## config.mk

```make
export PLATFORM = sky130hd
export DESIGN_NAME = executeStage
export DESIGN_NICKNAME = d
export VERILOG_FILES = /design/src/verilog/execPkg.sv /design/src/verilog/executeStage.sv /design/src/verilog/resultSelect.sv /design/src/verilog/alu.sv /design/src/verilog/operandSelect.sv
export SDC_FILE = /design/constraint.sdc
export NUM_CORES = 1
export LEC_CHECK = 0
export BUFFER_PORTS_ARGS = -buffer_cell sky130_fd_sc_hd__buf_4
export CELL_PAD_IN_SITES_DETAIL_PLACEMENT = 0
export CELL_PAD_IN_SITES_GLOBAL_PLACEMENT = 2
export CORE_MARGIN = 2
export CORE_UTILIZATION = 34
export CTS_BUF_LIST = sky130_fd_sc_hd__clkbuf_4
export DETAILED_ROUTE_END_ITERATION = 10
export GPL_ROUTABILITY_DRIVEN = 0
export GPL_TIMING_DRIVEN = 0
export MAX_ROUTING_LAYER = met4
export PLACE_DENSITY = 0.86
export SLEW_MARGIN = 20
export SYNTH_ARGS = -nofsm -noshare
export SYNTH_HDL_FRONTEND = slang
export SYNTH_SLANG_ARGS = --single-unit
```

## constraint.sdc

```tcl
create_clock -name clk -period 8.7 [get_ports clk]
set_clock_uncertainty 0.2 [all_clocks]
set_input_delay 0.87 -clock clk [delete_from_list [all_inputs] [get_ports clk]]
set_output_delay 0.87 -clock clk [all_outputs]
set_load 0.01 [all_outputs]
```

## src/verilog/execPkg.sv

```systemverilog
// Encodings are fixed by the 16-bit ISA; class checks only look at the upper three opcode bits
`default_nettype none

package execPkg;

    typedef logic [15:0] word_t;    // Operands, results, PC, store data
    typedef logic [4:0]  aluOp_t;   // Opcode class field from decode
    typedef logic [2:0]  aluCtrl_t; // ALU operation select
    typedef logic [1:0]  fwdSel_t;  // Operand forwarding select
    typedef logic [1:0]  setCond_t; // Low opcode bits of a set instruction

    // ALU operations
    localparam aluCtrl_t ALU_ROL = 3'd0;
    localparam aluCtrl_t ALU_SHL = 3'd1;
    localparam aluCtrl_t ALU_ROR = 3'd2;
    localparam aluCtrl_t ALU_SRL = 3'd3;
    localparam aluCtrl_t ALU_ADD = 3'd4;
    localparam aluCtrl_t ALU_AND = 3'd5;
    localparam aluCtrl_t ALU_OR  = 3'd6;
    localparam aluCtrl_t ALU_XOR = 3'd7;

    // Forwarding sources
    localparam fwdSel_t FWD_REG       = 2'd0; // Register file
    localparam fwdSel_t FWD_MEMWB_ALU = 2'd1;
    localparam fwdSel_t FWD_EXMEM_ALU = 2'd2;
    localparam fwdSel_t FWD_MEMWB_MEM = 2'd3; // Load data in writeback

    // Opcodes with special execute handling
    localparam aluOp_t OP_SLBI = 5'b10010;
    localparam aluOp_t OP_LBI  = 5'b11000;
    localparam aluOp_t OP_BTR  = 5'b11001;
    localparam aluOp_t OP_JAL  = 5'b00110;
    localparam aluOp_t OP_JALR = 5'b00111;

    // Opcode classes, only bits [4:2] are meaningful
    localparam aluOp_t BRANCH_CLASS = 5'b01100;
    localparam aluOp_t SET_CLASS    = 5'b11100;

    // Set conditions
    localparam setCond_t SET_EQZ = 2'b00;
    localparam setCond_t SET_LTZ = 2'b01;
    localparam setCond_t SET_LEZ = 2'b10; // Zero or less than zero
    localparam setCond_t SET_OFL = 2'b11; // Carry or signed overflow

    // Half-word move of shift-and-load
    localparam int SLBI_SHIFT = 8;

endpackage

`default_nettype wire
```

## src/verilog/executeStage.sv

```systemverilog
// Execute stage only; forwarding selects and stall must come from external hazard logic
`timescale 1ns/1ps
`default_nettype none

module executeStage (
    input  logic              clk,
    input  logic              rstN,
    input  logic              inValid,
    input  logic              stall,
    input  execPkg::word_t    readData1,   // Rs
    input  execPkg::word_t    readData2,   // Rt or Rd
    input  execPkg::word_t    immVal,
    input  execPkg::aluCtrl_t aluControl,
    input  logic              aluSrc,
    input  logic              invA,
    input  logic              invB,
    input  logic              cIn,
    input  logic              sign,
    input  execPkg::aluOp_t   aluOp,
    input  execPkg::fwdSel_t  forwardA,
    input  execPkg::fwdSel_t  forwardB,
    input  execPkg::word_t    aluResExMem,
    input  execPkg::word_t    aluResMemWb,
    input  execPkg::word_t    memDataMemWb,
    input  execPkg::word_t    pc,
    output logic              outValid,
    output execPkg::word_t    aluRes,
    output execPkg::word_t    memWriteData,
    output logic              zero,
    output logic              ltz,
    output logic              err
);

    execPkg::word_t fwdA;
    execPkg::word_t aluInA;
    execPkg::word_t aluInB;
    execPkg::word_t storeData;     // Forwarded second operand
    execPkg::word_t aluOut;
    logic           aluZero;
    logic           aluLtz;
    logic           aluOfl;

    operandSelect u_operandSelect (
        .readData1   (readData1),
        .readData2   (readData2),
        .immVal      (immVal),
        .aluResExMem (aluResExMem),
        .aluResMemWb (aluResMemWb),
        .memDataMemWb(memDataMemWb),
        .forwardA    (forwardA),
        .forwardB    (forwardB),
        .aluSrc      (aluSrc),
        .aluOp       (aluOp),
        .fwdA        (fwdA),
        .aluInA      (aluInA),
        .aluInB      (aluInB),
        .memWriteData(storeData)
    );

    alu u_alu (
        .inA    (aluInA),
        .inB    (aluInB),
        .aluCtrl(aluControl),
        .invA   (invA),
        .invB   (invB),
        .cIn    (cIn),
        .sign   (sign),
        .result (aluOut),
        .zero   (aluZero),
        .ltz    (aluLtz),
        .ofl    (aluOfl)
    );

    resultSelect u_resultSelect (
        .clk           (clk),
        .rstN          (rstN),
        .inValid       (inValid),
        .stall         (stall),
        .aluOut        (aluOut),
        .fwdA          (fwdA),
        .memWriteDataIn(storeData),
        .pc            (pc),
        .aluOp         (aluOp),
        .zeroIn        (aluZero),
        .ltzIn         (aluLtz),
        .oflIn         (aluOfl),
        .outValid      (outValid),
        .aluRes        (aluRes),
        .memWriteData  (memWriteData),
        .zero          (zero),
        .ltz           (ltz),
        .err           (err)
    );

endmodule

`default_nettype wire

```

## src/verilog/resultSelect.sv

```systemverilog
// EX/MEM register; data registers are not reset and only carry meaning while outValid is high
`timescale 1ns/1ps
`default_nettype none

module resultSelect (
    input  logic            clk,
    input  logic            rstN,
    input  logic            inValid,
    input  logic            stall,
    input  execPkg::word_t  aluOut,
    input  execPkg::word_t  fwdA,
    input  execPkg::word_t  memWriteDataIn,
    input  execPkg::word_t  pc,
    input  execPkg::aluOp_t aluOp,
    input  logic            zeroIn,
    input  logic            ltzIn,
    input  logic            oflIn,
    output logic            outValid,
    output execPkg::word_t  aluRes,
    output execPkg::word_t  memWriteData,
    output logic            zero,
    output logic            ltz,
    output logic            err
);

    execPkg::word_t revA;
    execPkg::word_t nextRes;
    logic           isLink;
    logic           isBtr;
    logic           isSet;
    logic           setVal;

    assign isLink = (aluOp == execPkg::OP_JAL) || (aluOp == execPkg::OP_JALR);
    assign isBtr  = (aluOp == execPkg::OP_BTR);
    assign isSet  = (aluOp[4:2] == execPkg::SET_CLASS[4:2]);

    // Bit reverse of the forwarded first operand
    always_comb begin
        for (int i = 0; i < 16; i++) begin
            revA[i] = fwdA[15 - i];
        end
    end

    always_comb begin
        case (execPkg::setCond_t'(aluOp[1:0]))
            execPkg::SET_EQZ: setVal = zeroIn;
            execPkg::SET_LTZ: setVal = ltzIn;
            execPkg::SET_LEZ: setVal = zeroIn | ltzIn;
            default:          setVal = oflIn;  // SET_OFL
        endcase
    end

    always_comb begin
        if (isLink) begin
            nextRes = pc;                      // Link address from decode
        end else if (isBtr) begin
            nextRes = revA;
        end else if (isSet) begin
            nextRes = {15'b0, setVal};
        end else begin
            nextRes = aluOut;
        end
    end

    always_ff @(posedge clk) begin
        if (!rstN) begin
            outValid <= 1'b0;
        end else if (!stall) begin
            outValid <= inValid;
        end
    end

    always_ff @(posedge clk) begin
        if (!stall) begin
            aluRes       <= nextRes;
            memWriteData <= memWriteDataIn;
            zero         <= zeroIn;
            ltz          <= ltzIn;
            err          <= oflIn;             // Overflow is the only error source
        end
    end

    assert property (@(posedge clk) !rstN |=> !outValid)
        else $error("resultSelect: outValid high after reset");

    assert property (@(posedge clk) disable iff (!rstN)
        stall |=> $stable({outValid, aluRes, memWriteData, zero, ltz, err}))
        else $error("resultSelect: EX/MEM register changed during stall");

endmodule

`default_nettype wire

```

## src/verilog/alu.sv

```systemverilog
// Combinational; shift and rotate amounts use only the low four bits of the second operand
`timescale 1ns/1ps
`default_nettype none

module alu (
    input  execPkg::word_t    inA,
    input  execPkg::word_t    inB,
    input  execPkg::aluCtrl_t aluCtrl,
    input  logic              invA,
    input  logic              invB,
    input  logic              cIn,
    input  logic              sign,
    output execPkg::word_t    result,
    output logic              zero,
    output logic              ltz,
    output logic              ofl
);

    execPkg::word_t opA;
    execPkg::word_t opB;
    logic [3:0]     shAmt;
    logic [31:0]    rolWide;
    logic [31:0]    rorWide;
    logic [16:0]    sumWide;
    logic           carryOut;
    logic           signedOvf;
    logic           isAdd;

    // Inversion comes first, so sub is invA or invB plus cIn
    assign opA = invA ? ~inA : inA;
    assign opB = invB ? ~inB : inB;

    assign shAmt = opB[3:0];

    // Rotates shift a doubled copy and keep one half
    assign rolWide = {opA, opA} << shAmt;
    assign rorWide = {opA, opA} >> shAmt;

    assign sumWide  = {1'b0, opA} + {1'b0, opB} + {16'b0, cIn};
    assign carryOut = sumWide[16];

    // Same-sign operands with a sum of the other sign
    assign signedOvf = (opA[15] == opB[15]) && (sumWide[15] != opA[15]);

    assign isAdd = (aluCtrl == execPkg::ALU_ADD);

    always_comb begin
        result = '0;
        ofl    = 1'b0;
        case (aluCtrl)
            execPkg::ALU_ROL: begin
                result = rolWide[31:16];
            end
            execPkg::ALU_SHL: begin
                result = opA << shAmt;
            end
            execPkg::ALU_ROR: begin
                result = rorWide[15:0];
            end
            execPkg::ALU_SRL: begin
                result = opA >> shAmt;  // Zero fill
            end
            execPkg::ALU_ADD: begin
                result = sumWide[15:0];
                ofl    = sign ? signedOvf : carryOut;
            end
            execPkg::ALU_AND: begin
                result = opA & opB;
            end
            execPkg::ALU_OR: begin
                result = opA | opB;
            end
            default: begin
                result = opA ^ opB;     // ALU_XOR
            end
        endcase
    end

    assign zero = (result == '0);

    // Less than zero as seen by set and branch instructions
    always_comb begin
        if (!isAdd) begin
            ltz = result[15];
        end else if (sign) begin
            ltz = sumWide[15] ^ signedOvf;  // True sign despite overflow
        end else begin
            ltz = ~carryOut;                // Borrow
        end
    end

endmodule

`default_nettype wire

```

## src/verilog/operandSelect.sv

```systemverilog
// Purely combinational; forward selects come straight from hazard logic and are not checked
`timescale 1ns/1ps
`default_nettype none

module operandSelect (
    input  execPkg::word_t  readData1,
    input  execPkg::word_t  readData2,
    input  execPkg::word_t  immVal,
    input  execPkg::word_t  aluResExMem,
    input  execPkg::word_t  aluResMemWb,
    input  execPkg::word_t  memDataMemWb,
    input  execPkg::fwdSel_t forwardA,
    input  execPkg::fwdSel_t forwardB,
    input  logic            aluSrc,
    input  execPkg::aluOp_t aluOp,
    output execPkg::word_t  fwdA,
    output execPkg::word_t  aluInA,
    output execPkg::word_t  aluInB,
    output execPkg::word_t  memWriteData
);

    execPkg::word_t fwdB;
    execPkg::word_t srcB;
    logic           isSlbi;
    logic           isLbi;
    logic           isBranch;

    // One forwarding mux, used for both operands
    function automatic execPkg::word_t pickSource(
        input execPkg::fwdSel_t sel,
        input execPkg::word_t   regVal,
        input execPkg::word_t   exMemAlu,
        input execPkg::word_t   memWbAlu,
        input execPkg::word_t   memWbMem
    );
        case (sel)
            execPkg::FWD_MEMWB_ALU: pickSource = memWbAlu;
            execPkg::FWD_EXMEM_ALU: pickSource = exMemAlu;
            execPkg::FWD_MEMWB_MEM: pickSource = memWbMem;
            default:                pickSource = regVal;
        endcase
    endfunction

    assign fwdA = pickSource(forwardA, readData1, aluResExMem, aluResMemWb, memDataMemWb);
    assign fwdB = pickSource(forwardB, readData2, aluResExMem, aluResMemWb, memDataMemWb);

    assign isSlbi   = (aluOp == execPkg::OP_SLBI);
    assign isLbi    = (aluOp == execPkg::OP_LBI);
    assign isBranch = (aluOp[4:2] == execPkg::BRANCH_CLASS[4:2]);

    // First operand; lbi and slbi are both built as an or with the immediate
    always_comb begin
        if (isLbi) begin
            aluInA = '0;
        end else if (isSlbi) begin
            aluInA = fwdA << execPkg::SLBI_SHIFT; // Old low byte moves up
        end else begin
            aluInA = fwdA;
        end
    end

    assign srcB = aluSrc ? immVal : fwdB;

    // Branches compare the first operand against zero
    assign aluInB = isBranch ? '0 : srcB;

    // Stores take the register operand, never the immediate
    assign memWriteData = fwdB;

endmodule

`default_nettype wire

```

Word level (Yosys, flattened, before mapping)
Cells that the tools add are included.

storage, ports and cells
  register bits after elaboration = 36
  bits of input ports = 133
  output and inout bits = 36
  word-level logic and storage cells = 65

operators by class
  $add $sub $neg = 2
  equality and inequality tests = 23
  shift-type cells = 4
  mux-type cells = 17
  bitwise gates (word level) = 8
  reductions and logical operators = 5

operators with widths
  operator            number
  $mux 16             9
  $pmux 16 s7         1
  $pmux 16 s3         2
  $not 16->16         2
  $shl 32x4->32       1
  $shr 32x4->16       1
  $add 16x16->17      1
  $add 17x1->17       1
  $and 16x16->16      1
  $logic_not 16->1    1
  $or 16x16->16       1
  $shl 16x4->16       1
  $shr 16x4->16       1
  $xor 16x16->16      1
  $eq 5x5->1 const B  3
  $eq 3x3->1 const B  4
  $eq 2x2->1 const B  5
  $eq 5x3->1 const B  2
  $eq 3x2->1 const B  3
  $eq 2x1->1 const B  3
  $mux 1              4
  $eq 3x1->1 const B  1
  $logic_not 3->1     1
  $pmux 1 s3          1
  8 further kinds     8

Longest topological paths before layout
  depth after elaboration = 18
  gate-level depth with buffers = 21

By module
Synthesis repeated with hierarchy kept, for this count alone.

unflattened totals
  cells, all modules = 963
  area total of the unflattened synthesis = 7791.2 µm²

modules (own cells, without submodules)
  module         instances  cells each  area an instance (µm²)  sequential area each (µm²)
  alu            1          758         5051.1                  0.0
  resultSelect   1          106         1529.0                  1071.0
  operandSelect  1          99          1211.2                  0.0

Worst setup path before layout
OpenSTA, ideal clock, no wires.

  path type = input to register
  start = input forwardB[0]
  end = register u_resultSelect.aluRes[0], data pin
  library setup time = 130 ps
  data arrival time = 5487 ps
  data required time = 8370 ps
  path slack = 2883 ps
  cell stages on the path = 21
  cell sequence = buf_2 > mux4_2 > nand2b_1 > nand3_2 > clkbuf_1 > clkbuf_1 > fa_1 > inv_1 > fa_1 > nor2b_1 > o21ai_0 > a21oi_1 > o211a_1 > o21ba_2 > xnor2_1 > o21ai_0 > or4_4 > a22o_1 > nor4_1 > and4b_1 > o211a_1

RTL lines
  element                                   RTL line             source
  start: declaration                        executeStage.sv:21   input execPkg::fwdSel_t forwardB,
  $eq 2x2->1 or $eq 2x1->1 (tied branches)  operandSelect.sv:36  case (sel)
  $pmux 16 s3 *                             operandSelect.sv:36
  named net storeData[0]                    executeStage.sv:37   execPkg::word_t storeData;
  $mux 16 *                                 operandSelect.sv:62  assign srcB = aluSrc ? immVal : fwdB;
  $mux 16 *                                 operandSelect.sv:65  assign aluInB = isBranch ? '0 : srcB;
  $not 16->16                               alu.sv:31            assign opB = invB ? ~inB : inB;
  $mux 16 *                                 alu.sv:31
  $add 16x16->17                            alu.sv:39            assign sumWide = {1'b0, opA} + {1'b0, opB} + {16'b0, cIn};
  [... 2 more ...]                          n/a
  $logic_not 16->1 *                        alu.sv:79            assign zero = (result == '0);
  named net aluZero                         executeStage.sv:39   logic aluZero;
  $or 1x1->1                                resultSelect.sv:48   execPkg::SET_LEZ: setVal = zeroIn | ltzIn;
  $pmux 1 s3 *                              resultSelect.sv:45   case (execPkg::setCond_t'(aluOp[1:0]))
  $mux 16 *                                 resultSelect.sv:58   end else if (isSet) begin
  $mux 16 *                                 resultSelect.sv:56   end else if (isBtr) begin
  $mux 16 *                                 resultSelect.sv:54   if (isLink) begin
  named net u_resultSelect.nextRes[0]       resultSelect.sv:27   execPkg::word_t nextRes;
  end signal: assignment                    resultSelect.sv:75   aluRes <= nextRes;
  end: declaration                          resultSelect.sv:19   output execPkg::word_t aluRes,

The timed path passes the listed nets; every way through them passes the cells marked *.
A chain may end at the register's enable or synchronous reset.

Final worst setup path
Same ends and word-level chain as after synthesis.

==> impl_metrics.yaml <==
critical_path:
  r2r-start: "u_resultSelect.outValid"
  crit_arrival_ns: 7.07
  cp-start-kind: "input pin"
  end_kind: "flop"
  worst-r2r-setup-slack_ns: 7.89
  reg2reg_to: "u_resultSelect.outValid"
  crit_path_max_fanout: 10
  required_ns: 8.74
  reg2regPathDepth: 2
  path_class: "in -> reg"
synthesis:
  synth_area_per_cell_sq_um: 7.84
  synth-edff-count: 35
  synthDistinctLibCells: 84
  synth_top_area_cell: "edfxtp_1"
  yosys_register_bits: 36
  async_flop_share: 0
  syn_inst: 861
  yosysSeqAreaShare: 0.159
  synth_warnings: 0
  synthTopCellsByArea: "edfxtp_1 (16%), mux4_2 (11%), ha_1 (6.1%)"
  synth_flop_cell: "edfxtp_1"
  synth_area_sq_um: 6750
  synth_top_cell_area_share: 0.156
  syn-num-nets: 1029
outcome:
  status: "completed"
timing:
  tightest_slew_ns: 1.07
  slew_violations: 0
  fmax_mhz: 142
  hold_viol: 0
  setup_tns_ns: 0
  worst_slew_margin_rel: 0.279
  rsz0062_at_grt: "no"
  timing.hold.ws_ns: 0.346
  setup_viol: 0
  period_needed_ns: 7.03
  finalCritPeriodShare: 0.809
hold_path:
  holdPathStages: 2
  worstHoldEndpoint: "u_resultSelect.outValid"
  hold_start: "u_resultSelect.outValid"
  min_path_type: "reg -> reg"
clocking:
  ctsResizeCount: 0
  cts_buffer_depth: 2
  cts_tree: "done"
  htreeDepth: 2
  numCtsBuffers: 5
  clk_latency_ns: 0.35
  path_clk_slew_ns: 0.12
  post_cts_buffers: 0
  ctsHoldBuffers: 0
  root_buffer: "clkbuf_4"
  cts_num_sinks: 36
power_and_ir_drop:
  power.density_nw_per_um2: 147
  clock_power_share: 0.102
  switching_share: 0.504
  seq_power_share: 0.186
  p_int_mw: 0.610
  p_sw_mw: 0.621
  peakVddDrop_mv: 0.0580
  power_mw: 1.23
  total_leakage_power_nw: 3.46
  power_frac_comb: 0.712
route:
  wl_met3_mm: 3.24
  antenna_left: 0
  routed_wl_mm: 32.5
  vias: 8230
  met2_length_mm: 15.1
  first_pass_iters: 7
  wire_per_inst_microns: 25.0
  drc: 0
  drtIter0Drc: 1274
  maxUsedRoutingLayer: "met4"
  drt-met1-wl_mm: 13.0
  vias_per_cell: 6.34
job:
  drv_cap: 0
cells_and_area:
  nNetsFinal: 1200
  fillers: 2034
  drive_above_1_share: 0.231
  final_util: 0.431
  syn2layout_area_growth_pct: 24.4
grt:
  grt_overflow: 0
  grt_pass1_vias: 7694
  grtUsageTotal: 0.310
  grt_antenna_before_repair: 0
  grt_start_max_net_pins: 36
  grt_pass1_wl_mm: 47.0
floorplanning:
  die-height_microns: 145
  die_w_microns: 145
  dieArea_sq_um: 21000
  initial_core_util: 0.347
  ios: 169
  core-area_sq_um: 19500
  rows: 51
place:
  dp_hpwl_mm: 26.6
  io_buffers: 164
logic make-up (layout without fill, tap and decap cells):
kind of cell	after synthesis	count (layout)	share of synthesized area
adder cells (fa/ha/maj)	35	35	0.0671
AO/OA/AOI/OAI	271	271	0.275
XOR/XNOR	30	30	0.0389
multiplexers	72	72	0.169
flip-flops	36	36	0.159
other	0	1	0
buffers and inverters	107	279	0.0654
AND/OR/NAND/NOR	310	310	0.226
layout by cell type (no fill, tap or decap), types with 6 or more instances in the layout:
master     count
nand4_1       31
mux2i_1       36
o22ai_1       10
o221ai_1      11
inv_1         40
xor2_1        13
buf_4        165
a22oi_1       11
nor3_1         8
nor2b_1        9
o21a_1        11
o2111ai_1      7
a21o_1         8
clkbuf_1      43
nand2_1       94
mux4_2        33
ha_1          33
and3_1        11
xnor2_1       17
a211oi_1       6
buf_1          9
o21ai_0       63
and2_1         7
nand3b_1       6
a31oi_1        9
buf_2          7
edfxtp_1      35
o211ai_1      14
or3_1         11
nand3_1       26
nor2_1        81
a21oi_1       47
a221oi_1      15
through the flow:
stage / worst slack (ns) / std cells / instance area, sq um
global route: 1.39 / 1298 / 8390
global placement: 1.35 / 1290 / 8310
finish: 1.67 / 1299 / 8390
detailed placement: 1.49 / 1290 / 8310
CTS: 1.89 / 1298 / 8390
floorplan: 2.88 / 861 / 6750
Yosys cell counts (7+ instances only):
master,number
nor3_1,8
o2111ai_1,7
a22oi_1,11
mux2i_1,36
o221ai_1,11
o211ai_1,14
a31oi_1,9
a21o_1,8
and2_1,7
clkbuf_1,43
nand4_1,31
a221oi_1,15
and3_1,11
ha_1,33
o21a_1,11
xor2_1,13
inv_1,41
o21ai_0,63
mux4_2,33
edfxtp_1,35
nor2_1,81
buf_1,9
nand3_1,26
or3_1,11
nor2b_1,9
o22ai_1,10
buf_2,7
nand2_1,94
xnor2_1,17
a21oi_1,47
layer usage:
| layer | vias up | global-route usage |
|---|---|---|
| met5 | - | - |
| met4 | 0 | 0.0879 |
| met3 | 92 | 0.0464 |
| met2 | 592 | 0.488 |
| met1 | 3871 | 0.417 |
| li1 | 3675 | - |
cell type report:
cell class / count / area [sq um] / share of cell area
Tap cell: 265 / 332 / 0.0395
Antenna cell: 1 / 2.50 / 0.000298
Timing Repair Buffer: 164 / 1230 / 0.147
Sequential cell: 36 / 1070 / 0.128
Clock inverter: 3 / 42.5 / 0.00507
Buffer: 63 / 272 / 0.0323
Clock buffer: 5 / 37.5 / 0.00447
Multi-Input combinational cell: 718 / 5240 / 0.624
Inverter: 44 / 170 / 0.0203
worst max path at each step:
stage / start / end / cells past startpoint
after floorplan: forwardB[0] / u_resultSelect.aluRes[0] / 21
after global placement: forwardB[0] / u_resultSelect.aluRes[0] / 19
after detailed placement: forwardB[0] / u_resultSelect.aluRes[0] / 19
after CTS: forwardB[0] / u_resultSelect.aluRes[0] / 19
after global routing: forwardB[0] / u_resultSelect.aluRes[0] / 19
final: forwardB[0] / u_resultSelect.aluRes[0] / 20
power groups by stage:
| stage | logic, mW | registers [mW] | clock network, mW |
|---|---|---|---|
| finish | 0.877 | 0.229 | 0.126 |
| global route | 0.927 | 0.231 | 0.132 |
| floorplan | 0.517 | 0.245 | 0 |
| detailed placement | 0.840 | 0.232 | 0 |
| CTS | 0.845 | 0.229 | 0.127 |
| global placement | 0.851 | 0.233 | 0 |
sequential cells by signal, summed over array words and instances, names as in the netlist:
signal and flops:
u_resultSelect.memWriteData 16, u_resultSelect.zero 1, u_resultSelect.outValid 1, u_resultSelect.aluRes 16, u_resultSelect.ltz 1, u_resultSelect.err 1
worst max-delay path, stage by stage:
cell and delay (ns):
buf_2 0.22, mux4_2 0.61, nand2b_1 0.17, nand3_1 0.15, clkbuf_1 0.53, buf_1 0.56
clkbuf_1 0.46, ha_1 0.38, nor2b_1 0.16, o21ai_0 0.40, a21oi_1 0.18, o211a_1 0.29
o21ba_2 0.23, xnor2_1 0.12, o21ai_0 0.20, or4_4 0.64, a22o_1 0.26, nor4_1 0.20
and4b_1 0.29, o211a_1 0.15
Note: power is estimated with default switching activity, not from simulation.
